==> src/verilog/wbuf_params.svh <==
`ifndef WBUF_PARAMS_SVH
`define WBUF_PARAMS_SVH

// Directory size and entry id
`define WBUF_ENTRIES 4
`define WBUF_ID_WIDTH 2

// Address and data widths
`define WBUF_ADDR_WIDTH 16
`define WBUF_WORD_WIDTH 32
`define WBUF_LINE_WORDS 2
`define WBUF_LINE_OFFSET_WIDTH 3
`define WBUF_NLINE_OFFSET_WIDTH 4

// Idle timer of an open entry
`define WBUF_TIMECNT_WIDTH 4

`endif
==> src/verilog/wbuf_pkg.sv <==
`default_nettype none
`include "wbuf_params.svh"

package wbuf_pkg;

    typedef logic [`WBUF_ADDR_WIDTH-`WBUF_LINE_OFFSET_WIDTH-1:0] wbuf_tag_t;
    typedef logic [`WBUF_ID_WIDTH-1:0] wbuf_id_t;
    typedef logic [`WBUF_WORD_WIDTH-1:0] wbuf_word_t;
    typedef logic [`WBUF_WORD_WIDTH/8-1:0] wbuf_be_t;

    // Address as seen by the buffer directory
    typedef struct packed {
        wbuf_tag_t tag;
        logic [`WBUF_LINE_OFFSET_WIDTH-$clog2(`WBUF_WORD_WIDTH/8)-1:0] widx;
        logic [$clog2(`WBUF_WORD_WIDTH/8)-1:0] boff;
    } wbuf_addr_buf_t;

    // Address as seen by the cache
    typedef struct packed {
        logic [`WBUF_ADDR_WIDTH-`WBUF_NLINE_OFFSET_WIDTH-1:0] nline;
        logic [`WBUF_NLINE_OFFSET_WIDTH-1:0] loff;
    } wbuf_addr_line_t;

    typedef union packed {
        wbuf_addr_buf_t  b;
        wbuf_addr_line_t l;
    } wbuf_addr_u;

    typedef enum logic [1:0] {
        WBUF_FREE = 2'b00,
        WBUF_OPEN = 2'b01,
        WBUF_PEND = 2'b10,
        WBUF_SENT = 2'b11
    } wbuf_state_e;

    typedef struct packed {
        wbuf_addr_u addr;
        wbuf_word_t data;
        wbuf_be_t   be;
        logic       uc;
    } wbuf_write_t;

    typedef struct packed {
        logic [`WBUF_TIMECNT_WIDTH-1:0] threshold;
        logic                           reset_timer;
    } wbuf_cfg_t;

    // Line address carries the tag only, offset bits are implied zero
    typedef struct packed {
        wbuf_tag_t line_addr;
        wbuf_id_t  id;
        logic      cacheable;
    } wbuf_mem_req_t;

    typedef struct packed {
        wbuf_word_t [`WBUF_LINE_WORDS-1:0] data;
        wbuf_be_t   [`WBUF_LINE_WORDS-1:0] be;
    } wbuf_line_t;

endpackage

`default_nettype wire

==> src/verilog/wbuf.sv <==
`timescale 1ns/100ps
`default_nettype none
`include "wbuf_params.svh"

module wbuf (
    input  logic                         clk_i,
    input  logic                         rst_ni,
    output logic                         empty_o,
    output logic                         full_o,
    input  logic                         flush_all_i,
    input  wbuf_pkg::wbuf_cfg_t          cfg_i,
    input  logic                         write_i,
    input  wbuf_pkg::wbuf_write_t        write_s_i,
    output logic                         write_ready_o,
    input  wbuf_pkg::wbuf_addr_u         read_s_i,
    input  logic                         read_flush_i,
    output logic                         read_hit_o,
    output logic                         mem_req_valid_o,
    input  logic                         mem_req_ready_i,
    output wbuf_pkg::wbuf_mem_req_t      mem_req_o,
    output logic                         mem_data_valid_o,
    input  logic                         mem_data_ready_i,
    output wbuf_pkg::wbuf_line_t         mem_data_o,
    input  logic                         mem_resp_valid_i,
    input  logic [`WBUF_ID_WIDTH-1:0]    mem_resp_id_i
);
    import wbuf_pkg::*;

    logic [`WBUF_ENTRIES-1:0]            pend;
    wbuf_tag_t [`WBUF_ENTRIES-1:0]       tags;
    logic [`WBUF_ENTRIES-1:0]            uc;
    logic [`WBUF_ENTRIES-1:0]            pick;
    logic                                push;
    logic                                store_we;
    wbuf_id_t                            store_id;
    logic                                store_fresh;
    wbuf_id_t                            head_id;

    wbuf_dir dir_i (
        .clk_i,
        .rst_ni,
        .flush_all_i,
        .cfg_i,
        .write_i,
        .write_s_i,
        .write_ready_o,
        .read_s_i,
        .read_flush_i,
        .read_hit_o,
        .empty_o,
        .full_o,
        .pend_o           (pend),
        .tags_o           (tags),
        .uc_o             (uc),
        .pick_i           (pick),
        .push_i           (push),
        .store_we_o       (store_we),
        .store_id_o       (store_id),
        .store_fresh_o    (store_fresh),
        .mem_resp_valid_i,
        .mem_resp_id_i
    );

    // Line data is read by the id at the head of the data queue
    wbuf_data_store data_store_i (
        .clk_i,
        .we_i      (store_we),
        .wid_i     (store_id),
        .fresh_i   (store_fresh),
        .write_s_i,
        .rid_i     (head_id),
        .line_o    (mem_data_o)
    );

    wbuf_send send_i (
        .clk_i,
        .rst_ni,
        .pend_i           (pend),
        .tags_i           (tags),
        .uc_i             (uc),
        .pick_o           (pick),
        .push_o           (push),
        .mem_req_valid_o,
        .mem_req_ready_i,
        .mem_req_o,
        .head_id_o        (head_id),
        .mem_data_valid_o,
        .mem_data_ready_i
    );

endmodule

`default_nettype wire

==> src/verilog/wbuf_dir.sv <==
`timescale 1ns/100ps
`default_nettype none
`include "wbuf_params.svh"

module wbuf_dir (
    input  logic                                    clk_i,
    input  logic                                    rst_ni,
    input  logic                                    flush_all_i,
    input  wbuf_pkg::wbuf_cfg_t                     cfg_i,
    input  logic                                    write_i,
    input  wbuf_pkg::wbuf_write_t                   write_s_i,
    output logic                                    write_ready_o,
    input  wbuf_pkg::wbuf_addr_u                    read_s_i,
    input  logic                                    read_flush_i,
    output logic                                    read_hit_o,
    output logic                                    empty_o,
    output logic                                    full_o,
    output logic [`WBUF_ENTRIES-1:0]                pend_o,
    output wbuf_pkg::wbuf_tag_t [`WBUF_ENTRIES-1:0] tags_o,
    output logic [`WBUF_ENTRIES-1:0]                uc_o,
    input  logic [`WBUF_ENTRIES-1:0]                pick_i,
    input  logic                                    push_i,
    output logic                                    store_we_o,
    output wbuf_pkg::wbuf_id_t                      store_id_o,
    output logic                                    store_fresh_o,
    input  logic                                    mem_resp_valid_i,
    input  wbuf_pkg::wbuf_id_t                      mem_resp_id_i
);
    import wbuf_pkg::*;

    localparam int unsigned N = `WBUF_ENTRIES;

    wbuf_state_e [N-1:0]                    state_q, state_d;
    wbuf_tag_t   [N-1:0]                    tag_q;
    logic        [N-1:0]                    uc_q;
    logic [N-1:0][`WBUF_TIMECNT_WIDTH-1:0]  cnt_q, cnt_d;

    logic [N-1:0]   free_vec, hit_vec, line_hit_vec;
    logic [N-1:0]   merge_vec, flush_vec, timeout_vec;
    logic           hit_any, free_any, accept, alloc, instant_send;
    wbuf_id_t       hit_id, free_id;
    wbuf_tag_t      write_tag;

    assign write_tag = write_s_i.addr.b.tag;

    for (genvar i = 0; i < N; i++) begin : gen_entry
        wbuf_addr_u entry_addr;

        // Rebuild the line base address to compare in cache-line terms
        assign entry_addr      = {tag_q[i], {`WBUF_LINE_OFFSET_WIDTH{1'b0}}};
        assign free_vec[i]     = (state_q[i] == WBUF_FREE);
        assign pend_o[i]       = (state_q[i] == WBUF_PEND);
        assign hit_vec[i]      = ((state_q[i] == WBUF_OPEN) || (state_q[i] == WBUF_PEND))
                                 && (tag_q[i] == write_tag);
        assign line_hit_vec[i] = !free_vec[i] && (entry_addr.l.nline == read_s_i.l.nline);
        assign merge_vec[i]    = accept && hit_vec[i];
        assign flush_vec[i]    = read_flush_i && line_hit_vec[i];
        assign timeout_vec[i]  = (cnt_q[i] == cfg_i.threshold - 1'b1);
    end

    // Lowest index wins for both searches
    always_comb begin
        hit_id  = '0;
        free_id = '0;
        for (int i = N - 1; i >= 0; i--) begin
            if (hit_vec[i]) begin
                hit_id = wbuf_id_t'(i);
            end
            if (free_vec[i]) begin
                free_id = wbuf_id_t'(i);
            end
        end
    end

    assign hit_any       = |hit_vec;
    assign free_any      = |free_vec;
    assign write_ready_o = hit_any | free_any;
    assign accept        = write_i & write_ready_o;
    assign alloc         = accept & ~hit_any;
    assign instant_send  = (cfg_i.threshold == '0) | write_s_i.uc | flush_all_i;

    assign store_we_o    = accept;
    assign store_id_o    = hit_any ? hit_id : free_id;
    assign store_fresh_o = ~hit_any;

    assign read_hit_o = |line_hit_vec;
    assign empty_o    = &free_vec;
    assign full_o     = ~free_any;
    assign tags_o     = tag_q;
    assign uc_o       = uc_q;

    always_comb begin
        state_d = state_q;
        cnt_d   = cnt_q;
        for (int i = 0; i < N; i++) begin
            unique case (state_q[i])
                WBUF_FREE: begin
                    if (alloc && (free_id == wbuf_id_t'(i))) begin
                        state_d[i] = instant_send ? WBUF_PEND : WBUF_OPEN;
                        cnt_d[i]   = '0;
                    end
                end
                WBUF_OPEN: begin
                    if (merge_vec[i] && cfg_i.reset_timer) begin
                        cnt_d[i] = '0;
                    end else if (!timeout_vec[i]) begin
                        cnt_d[i] = cnt_q[i] + 1'b1;
                    end
                    // A merge that restarts the timer cancels this cycle's timeout
                    if (flush_all_i || flush_vec[i] || (cfg_i.threshold == '0) ||
                        (timeout_vec[i] && !(merge_vec[i] && cfg_i.reset_timer))) begin
                        state_d[i] = WBUF_PEND;
                    end
                end
                WBUF_PEND: begin
                    if (push_i && pick_i[i]) begin
                        state_d[i] = WBUF_SENT;
                    end
                end
                WBUF_SENT: begin
                    if (mem_resp_valid_i && (mem_resp_id_i == wbuf_id_t'(i))) begin
                        state_d[i] = WBUF_FREE;
                    end
                end
            endcase
        end
    end

    always_ff @(posedge clk_i or negedge rst_ni) begin
        if (!rst_ni) begin
            for (int i = 0; i < N; i++) begin
                state_q[i] <= WBUF_FREE;
            end
            cnt_q <= '0;
        end else begin
            state_q <= state_d;
            cnt_q   <= cnt_d;
        end
    end

    always_ff @(posedge clk_i) begin
        if (alloc) begin
            tag_q[free_id] <= write_tag;
            uc_q[free_id]  <= write_s_i.uc;
        end
    end

endmodule

`default_nettype wire

==> src/verilog/wbuf_send.sv <==
`timescale 1ns/100ps
`default_nettype none
`include "wbuf_params.svh"

module wbuf_send (
    input  logic                                    clk_i,
    input  logic                                    rst_ni,
    input  logic [`WBUF_ENTRIES-1:0]                pend_i,
    input  wbuf_pkg::wbuf_tag_t [`WBUF_ENTRIES-1:0] tags_i,
    input  logic [`WBUF_ENTRIES-1:0]                uc_i,
    output logic [`WBUF_ENTRIES-1:0]                pick_o,
    output logic                                    push_o,
    output logic                                    mem_req_valid_o,
    input  logic                                    mem_req_ready_i,
    output wbuf_pkg::wbuf_mem_req_t                 mem_req_o,
    output wbuf_pkg::wbuf_id_t                      head_id_o,
    output logic                                    mem_data_valid_o,
    input  logic                                    mem_data_ready_i
);
    import wbuf_pkg::*;

    localparam int unsigned N = `WBUF_ENTRIES;

    wbuf_id_t       ptr_q;
    wbuf_id_t       win_id;
    logic           found;
    logic           req_wok;
    logic           data_wok;
    wbuf_mem_req_t  req_d;

    // Round-robin search starting at the pointer
    always_comb begin
        int unsigned idx;
        found  = 1'b0;
        win_id = ptr_q;
        pick_o = '0;
        for (int unsigned k = 0; k < N; k++) begin
            idx = (int'(ptr_q) + k) % N;
            if (!found && pend_i[idx]) begin
                found  = 1'b1;
                win_id = wbuf_id_t'(idx);
            end
        end
        if (found) begin
            pick_o[win_id] = 1'b1;
        end
    end

    // Both queues must have room, so request and data stay in step
    assign push_o = found & req_wok & data_wok;

    assign req_d.line_addr = tags_i[win_id];
    assign req_d.id        = win_id;
    assign req_d.cacheable = ~uc_i[win_id];

    always_ff @(posedge clk_i or negedge rst_ni) begin
        if (!rst_ni) begin
            ptr_q <= '0;
        end else if (push_o) begin
            ptr_q <= (int'(win_id) == N - 1) ? '0 : win_id + 1'b1;
        end
    end

    wbuf_fifo #(
        .fifo_data_t (wbuf_mem_req_t)
    ) req_fifo_i (
        .clk_i,
        .rst_ni,
        .w_i     (push_o),
        .wok_o   (req_wok),
        .wdata_i (req_d),
        .r_i     (mem_req_ready_i),
        .rok_o   (mem_req_valid_o),
        .rdata_o (mem_req_o)
    );

    wbuf_fifo #(
        .fifo_data_t (wbuf_id_t)
    ) data_fifo_i (
        .clk_i,
        .rst_ni,
        .w_i     (push_o),
        .wok_o   (data_wok),
        .wdata_i (win_id),
        .r_i     (mem_data_ready_i),
        .rok_o   (mem_data_valid_o),
        .rdata_o (head_id_o)
    );

endmodule

`default_nettype wire

==> src/verilog/wbuf_data_store.sv <==
`timescale 1ns/100ps
`default_nettype none
`include "wbuf_params.svh"

module wbuf_data_store (
    input  logic                     clk_i,
    input  logic                     we_i,
    input  wbuf_pkg::wbuf_id_t       wid_i,
    input  logic                     fresh_i,
    input  wbuf_pkg::wbuf_write_t    write_s_i,
    input  wbuf_pkg::wbuf_id_t       rid_i,
    output wbuf_pkg::wbuf_line_t     line_o
);
    import wbuf_pkg::*;

    localparam int unsigned WORD_BYTES = `WBUF_WORD_WIDTH / 8;

    wbuf_line_t lines_q [`WBUF_ENTRIES];
    wbuf_line_t line_old;
    wbuf_line_t line_new;

    assign line_old = lines_q[wid_i];

    // Byte merge into the word slot selected by the address
    always_comb begin
        line_new = line_old;
        if (fresh_i) begin
            line_new.be = '0;
        end
        for (int w = 0; w < `WBUF_LINE_WORDS; w++) begin
            if (w == int'(write_s_i.addr.b.widx)) begin
                for (int b = 0; b < WORD_BYTES; b++) begin
                    if (write_s_i.be[b]) begin
                        line_new.data[w][b*8 +: 8] = write_s_i.data[b*8 +: 8];
                    end
                end
                line_new.be[w] = line_new.be[w] | write_s_i.be;
            end
        end
    end

    always_ff @(posedge clk_i) begin
        if (we_i) begin
            lines_q[wid_i] <= line_new;
        end
    end

    assign line_o = lines_q[rid_i];

endmodule

`default_nettype wire

==> src/verilog/wbuf_fifo.sv <==
`timescale 1ns/100ps
`default_nettype none
`include "wbuf_params.svh"

module wbuf_fifo #(
    parameter type         fifo_data_t = logic,
    parameter int unsigned DEPTH       = `WBUF_ENTRIES
) (
    input  logic       clk_i,
    input  logic       rst_ni,
    input  logic       w_i,
    output logic       wok_o,
    input  fifo_data_t wdata_i,
    input  logic       r_i,
    output logic       rok_o,
    output fifo_data_t rdata_o
);
    localparam int unsigned PTR_WIDTH = (DEPTH > 1) ? $clog2(DEPTH) : 1;

    fifo_data_t             mem_q [DEPTH];
    logic [PTR_WIDTH-1:0]   wptr_q, rptr_q;
    logic [PTR_WIDTH:0]     cnt_q;
    logic                   do_w, do_r;

    assign wok_o   = (cnt_q != (PTR_WIDTH+1)'(DEPTH));
    assign rok_o   = (cnt_q != '0);
    assign do_w    = w_i & wok_o;
    assign do_r    = r_i & rok_o;
    assign rdata_o = mem_q[rptr_q];

    always_ff @(posedge clk_i or negedge rst_ni) begin
        if (!rst_ni) begin
            wptr_q <= '0;
            rptr_q <= '0;
            cnt_q  <= '0;
        end else begin
            if (do_w) begin
                wptr_q <= (int'(wptr_q) == DEPTH - 1) ? '0 : wptr_q + 1'b1;
            end
            if (do_r) begin
                rptr_q <= (int'(rptr_q) == DEPTH - 1) ? '0 : rptr_q + 1'b1;
            end
            // Simultaneous read and write leaves the count unchanged
            if (do_w && !do_r) begin
                cnt_q <= cnt_q + 1'b1;
            end else if (do_r && !do_w) begin
                cnt_q <= cnt_q - 1'b1;
            end
        end
    end

    always_ff @(posedge clk_i) begin
        if (do_w) begin
            mem_q[wptr_q] <= wdata_i;
        end
    end

endmodule

`default_nettype wire

==> config.mk <==
export PLATFORM = sky130hd
export DESIGN_NAME = wbuf
export DESIGN_NICKNAME = d
export VERILOG_FILES = /design/src/verilog/wbuf_pkg.sv /design/src/verilog/wbuf.sv /design/src/verilog/wbuf_dir.sv /design/src/verilog/wbuf_send.sv /design/src/verilog/wbuf_data_store.sv /design/src/verilog/wbuf_fifo.sv
export VERILOG_INCLUDE_DIRS = /design/src /design/src/verilog
export SDC_FILE = /design/constraint.sdc
export NUM_CORES = 1
export LEC_CHECK = 0
export ABC_AREA = 0
export BUFFER_PORTS_ARGS = -buffer_cell sky130_fd_sc_hd__buf_2
export CORE_ASPECT_RATIO = 0.7
export CORE_UTILIZATION = 38
export CTS_BUF_LIST = sky130_fd_sc_hd__clkbuf_4 sky130_fd_sc_hd__clkbuf_8
export DETAILED_ROUTE_END_ITERATION = 8
export SYNTH_ARGS = -nofsm -noshare
export SYNTH_HDL_FRONTEND = slang
export SYNTH_SLANG_ARGS = --single-unit
==> constraint.sdc <==
create_clock -name clk_i -period 16.8 [get_ports clk_i]
set_input_delay 2.52 -clock clk_i [delete_from_list [all_inputs] [get_ports clk_i]]
set_output_delay 2.52 -clock clk_i [all_outputs]
set_load 0.005 [all_outputs]
==> impl_results.md <==
* Status: completed
* Vert. Die Dim at 203.6 microns
* Row cnt at 73
* Detailed Route WL at 57750 microns
* Mapped Avg Cell Area at 15.53 sq um
* Final period util at 0.4196
* Hpwl dp at 38530 microns
* Pwr Density at 229.1 mW/mm^2
* GPL Wtd Cong at 0.8996
* Hold_buf cts at 0
* Critical path class: in2out
* First drt pass iteration count at 5
* Sink of the worst hold path: send_i.req_fifo_i.cnt_q[2]
* Max-cap violations at 0
* Setup Total Neg Slack at 0 ps
* Width of the die at 290.0 microns
* Avg WL per Cell at 23.72 microns
* CTS max path bufs at 3
* Antenna violations before repair at 3
* HP Start: send_i.req_fifo_i.cnt_q[2]
* Critical Path Source Type: primary input
* Commonest cells in the netlist: 416 x edfxtp_1, 118 x mux2i_1, 104 x mux4_2
* WP data arrival at 4530 ps
* Nets at 1754
* Crit-path max FO at 8
* H-tree depth at 3
* Critical Path Sink Type: output port
* Worst skew pair latency at 660 ps
* Die ar. at 0.05905 sq mm
* Gates resized, CTS repair at 0
* Rel. slew slack at 0.2679
* Leakage Power at 8.868 nW
* Final Util at 0.4438
* Final ANT Viol Nets at 0
* Synth area leader: edfxtp_1
* Fillcell total at 5096
* Setup violations, final at 0
* Tot GR Track Use at 0.1949
* Post-synth top flop: edfxtp_1
* Initial Utilization at 0.3865
* VDD IR max at 0.0001481 V
* Largest net degree at the start of global routing at 53
* Input/output buffers at 171
* Synth top area cells: edfxtp_1 57%, mux4_2 11%, mux2i_1 5.4%
* Setup Skew at 31.14 ps
* Layout cell share with drive strength beyond 1 at 0.2767
* Clock Root Buffer: clkbuf_8
* Slew @ Worst Pin at 1096 ps
* CTS tree: built
* Yosys warns at 0
* Max-slew violations at 0
* Hold slack final at 490.9 ps
* Yosys reg bits at 456
* Vias in the first global route at 13660
* Count leader, synth: edfxtp_1
* Area grow syn2layout at 14.81%
* Setup bufs post-CTS at 0
* Flop2flop setup slack at 11450 ps
* CTS Sinks at 456
* Grt ovf at 0
* Final Total Pwr at 0.005805 W
* Mapped Area at 0.02206 sq mm
* Worst r2r path cells at 8
* Core box area at 0.05709 sq mm
* RR Endpoint: data_store_i.lines_q[1][59]
* Final Hold Vio Count at 0
* Syn_nets at 1549
* Worst r2r src: dir_i.tags_o[40]
* Synth top area share at 0.5661
* Worst min path class: reg2reg
* Critical path required time at 14280 ps
* Netlist cell types at 63
* Ys async rst share at 0.08772
* # IOs at 178
* Number of synthesized flops with an enable pin at 416
* Register area share after synthesis at 0.6115
* Vias per inst at 5.617
* Fmax at 141.9 MHz
* Tmin final at 7049 ps
* Reg clk slew, reported paths at 60 ps
* Vias at 13680
* First-pass GRT wire length at 86520 microns
* Initial DRC Count at 1154
* Hold Path Stages at 1
* Remaining DRCs at 0
* CTS buffer count at 76
* RSZ-0062 raised after global routing: no
* Syn Inst Count at 1421
routing by layer:
metal,vias to the layer above,GRT usage,part of all wire
li1,6089,-,-
met1,7033,0.2889,0.47
met2,458,0.2829,0.44
met3,94,0.04773,0.069
met4,4,0.05528,0.023
met5,-,0,0.00059
state kept, by name, indices dropped and copies added (netlist names), 3 cells and up:
name and cells:
send_i.req_fifo_i.mem_q 64, dir_i.state_q 8, dir_i.cnt_q 16, send_i.req_fifo_i.cnt_q 3
dir_i.tags_o 52, send_i.data_fifo_i.mem_q 8, dir_i.uc_o 4, data_store_i.lines_q 288
send_i.data_fifo_i.cnt_q 3
layout make-up:
class	count	area [sq um]	area share
multi-input cells	867	8239	0.3252
flip-flops and latches	456	13490	0.5326
repair buffers	192	1013	0.04001
inverters	33	123.9	0.004890
well taps	750	938.4	0.03704
clock buffers	111	1334	0.05265
clock inverters	25	188.9	0.007458
diodes	1	2.502	0.00009878
layout by cell type (no fill, tap or decap), types with 25 or more instances in the layout:
| cell | n |
|---|---|
| buf_2 | 171 |
| nor2_1 | 58 |
| xnor2_1 | 80 |
| inv_1 | 32 |
| o21ai_0 | 44 |
| a221oi_1 | 37 |
| nand2_1 | 65 |
| clkbuf_8 | 80 |
| nand4_1 | 29 |
| mux2_2 | 25 |
| mux2i_1 | 118 |
| edfxtp_1 | 416 |
| xor2_1 | 41 |
| mux4_2 | 102 |
| ha_1 | 42 |
| dfrtp_1 | 40 |
| clkbuf_4 | 31 |
report_power, final:
part	leakage (nW)	internal, W	switching [W]	total, W
Clock	0.816	0.000532	0.000455	0.000987
Combinational	3.74	0.00114	0.00158	0.00273
Sequential	4.31	0.00192	0.000173	0.00209
metrics by stage:
stage / cells / cell area [sq um] / setup slack [ps]
final: 2435 / 25330 / 9751
after global placement: 2298 / 23810 / 9081
after global routing: 2435 / 25330 / 9659
after floorplan: 1421 / 22060 / 8832
after detailed placement: 2298 / 23810 / 9138
after CTS: 2434 / 25330 / 9807
cell families after synthesis:
kind of cell,after synthesis,share of synthesized area
AOI/OAI and AO/OA,190,0.05943
xor gates and xnor gates,124,0.05109
adders and majority gates,44,0.02563
buffers and inverters,98,0.01900
DFF,456,0.6115
muxes,249,0.1735
and+or+nand+nor,260,0.05988
worst max-delay path, stage by stage:
cell,delay [ps]
buf_2,160
xnor2_1,370
nand4_1,250
or4_1,710
and4_4,290
nand2_1,110
buf_2,120
how the worst max path moves through the flow:
stage	from	end	slack (ps)	depth (start not counted)
final	write_s_i[41]	write_ready_o	9750	7
after global routing	write_s_i[41]	data_store_i.lines_q[1][59]	9660	9
after CTS	write_s_i[52]	write_ready_o	9810	7
after detailed placement	write_s_i[41]	data_store_i.lines_q[1][27]	9140	9
after global placement	write_s_i[41]	data_store_i.lines_q[1][27]	9080	9
after floorplan	write_s_i[43]	data_store_i.lines_q[1][0]	8830	10
(Power assumes the default switching activity.)
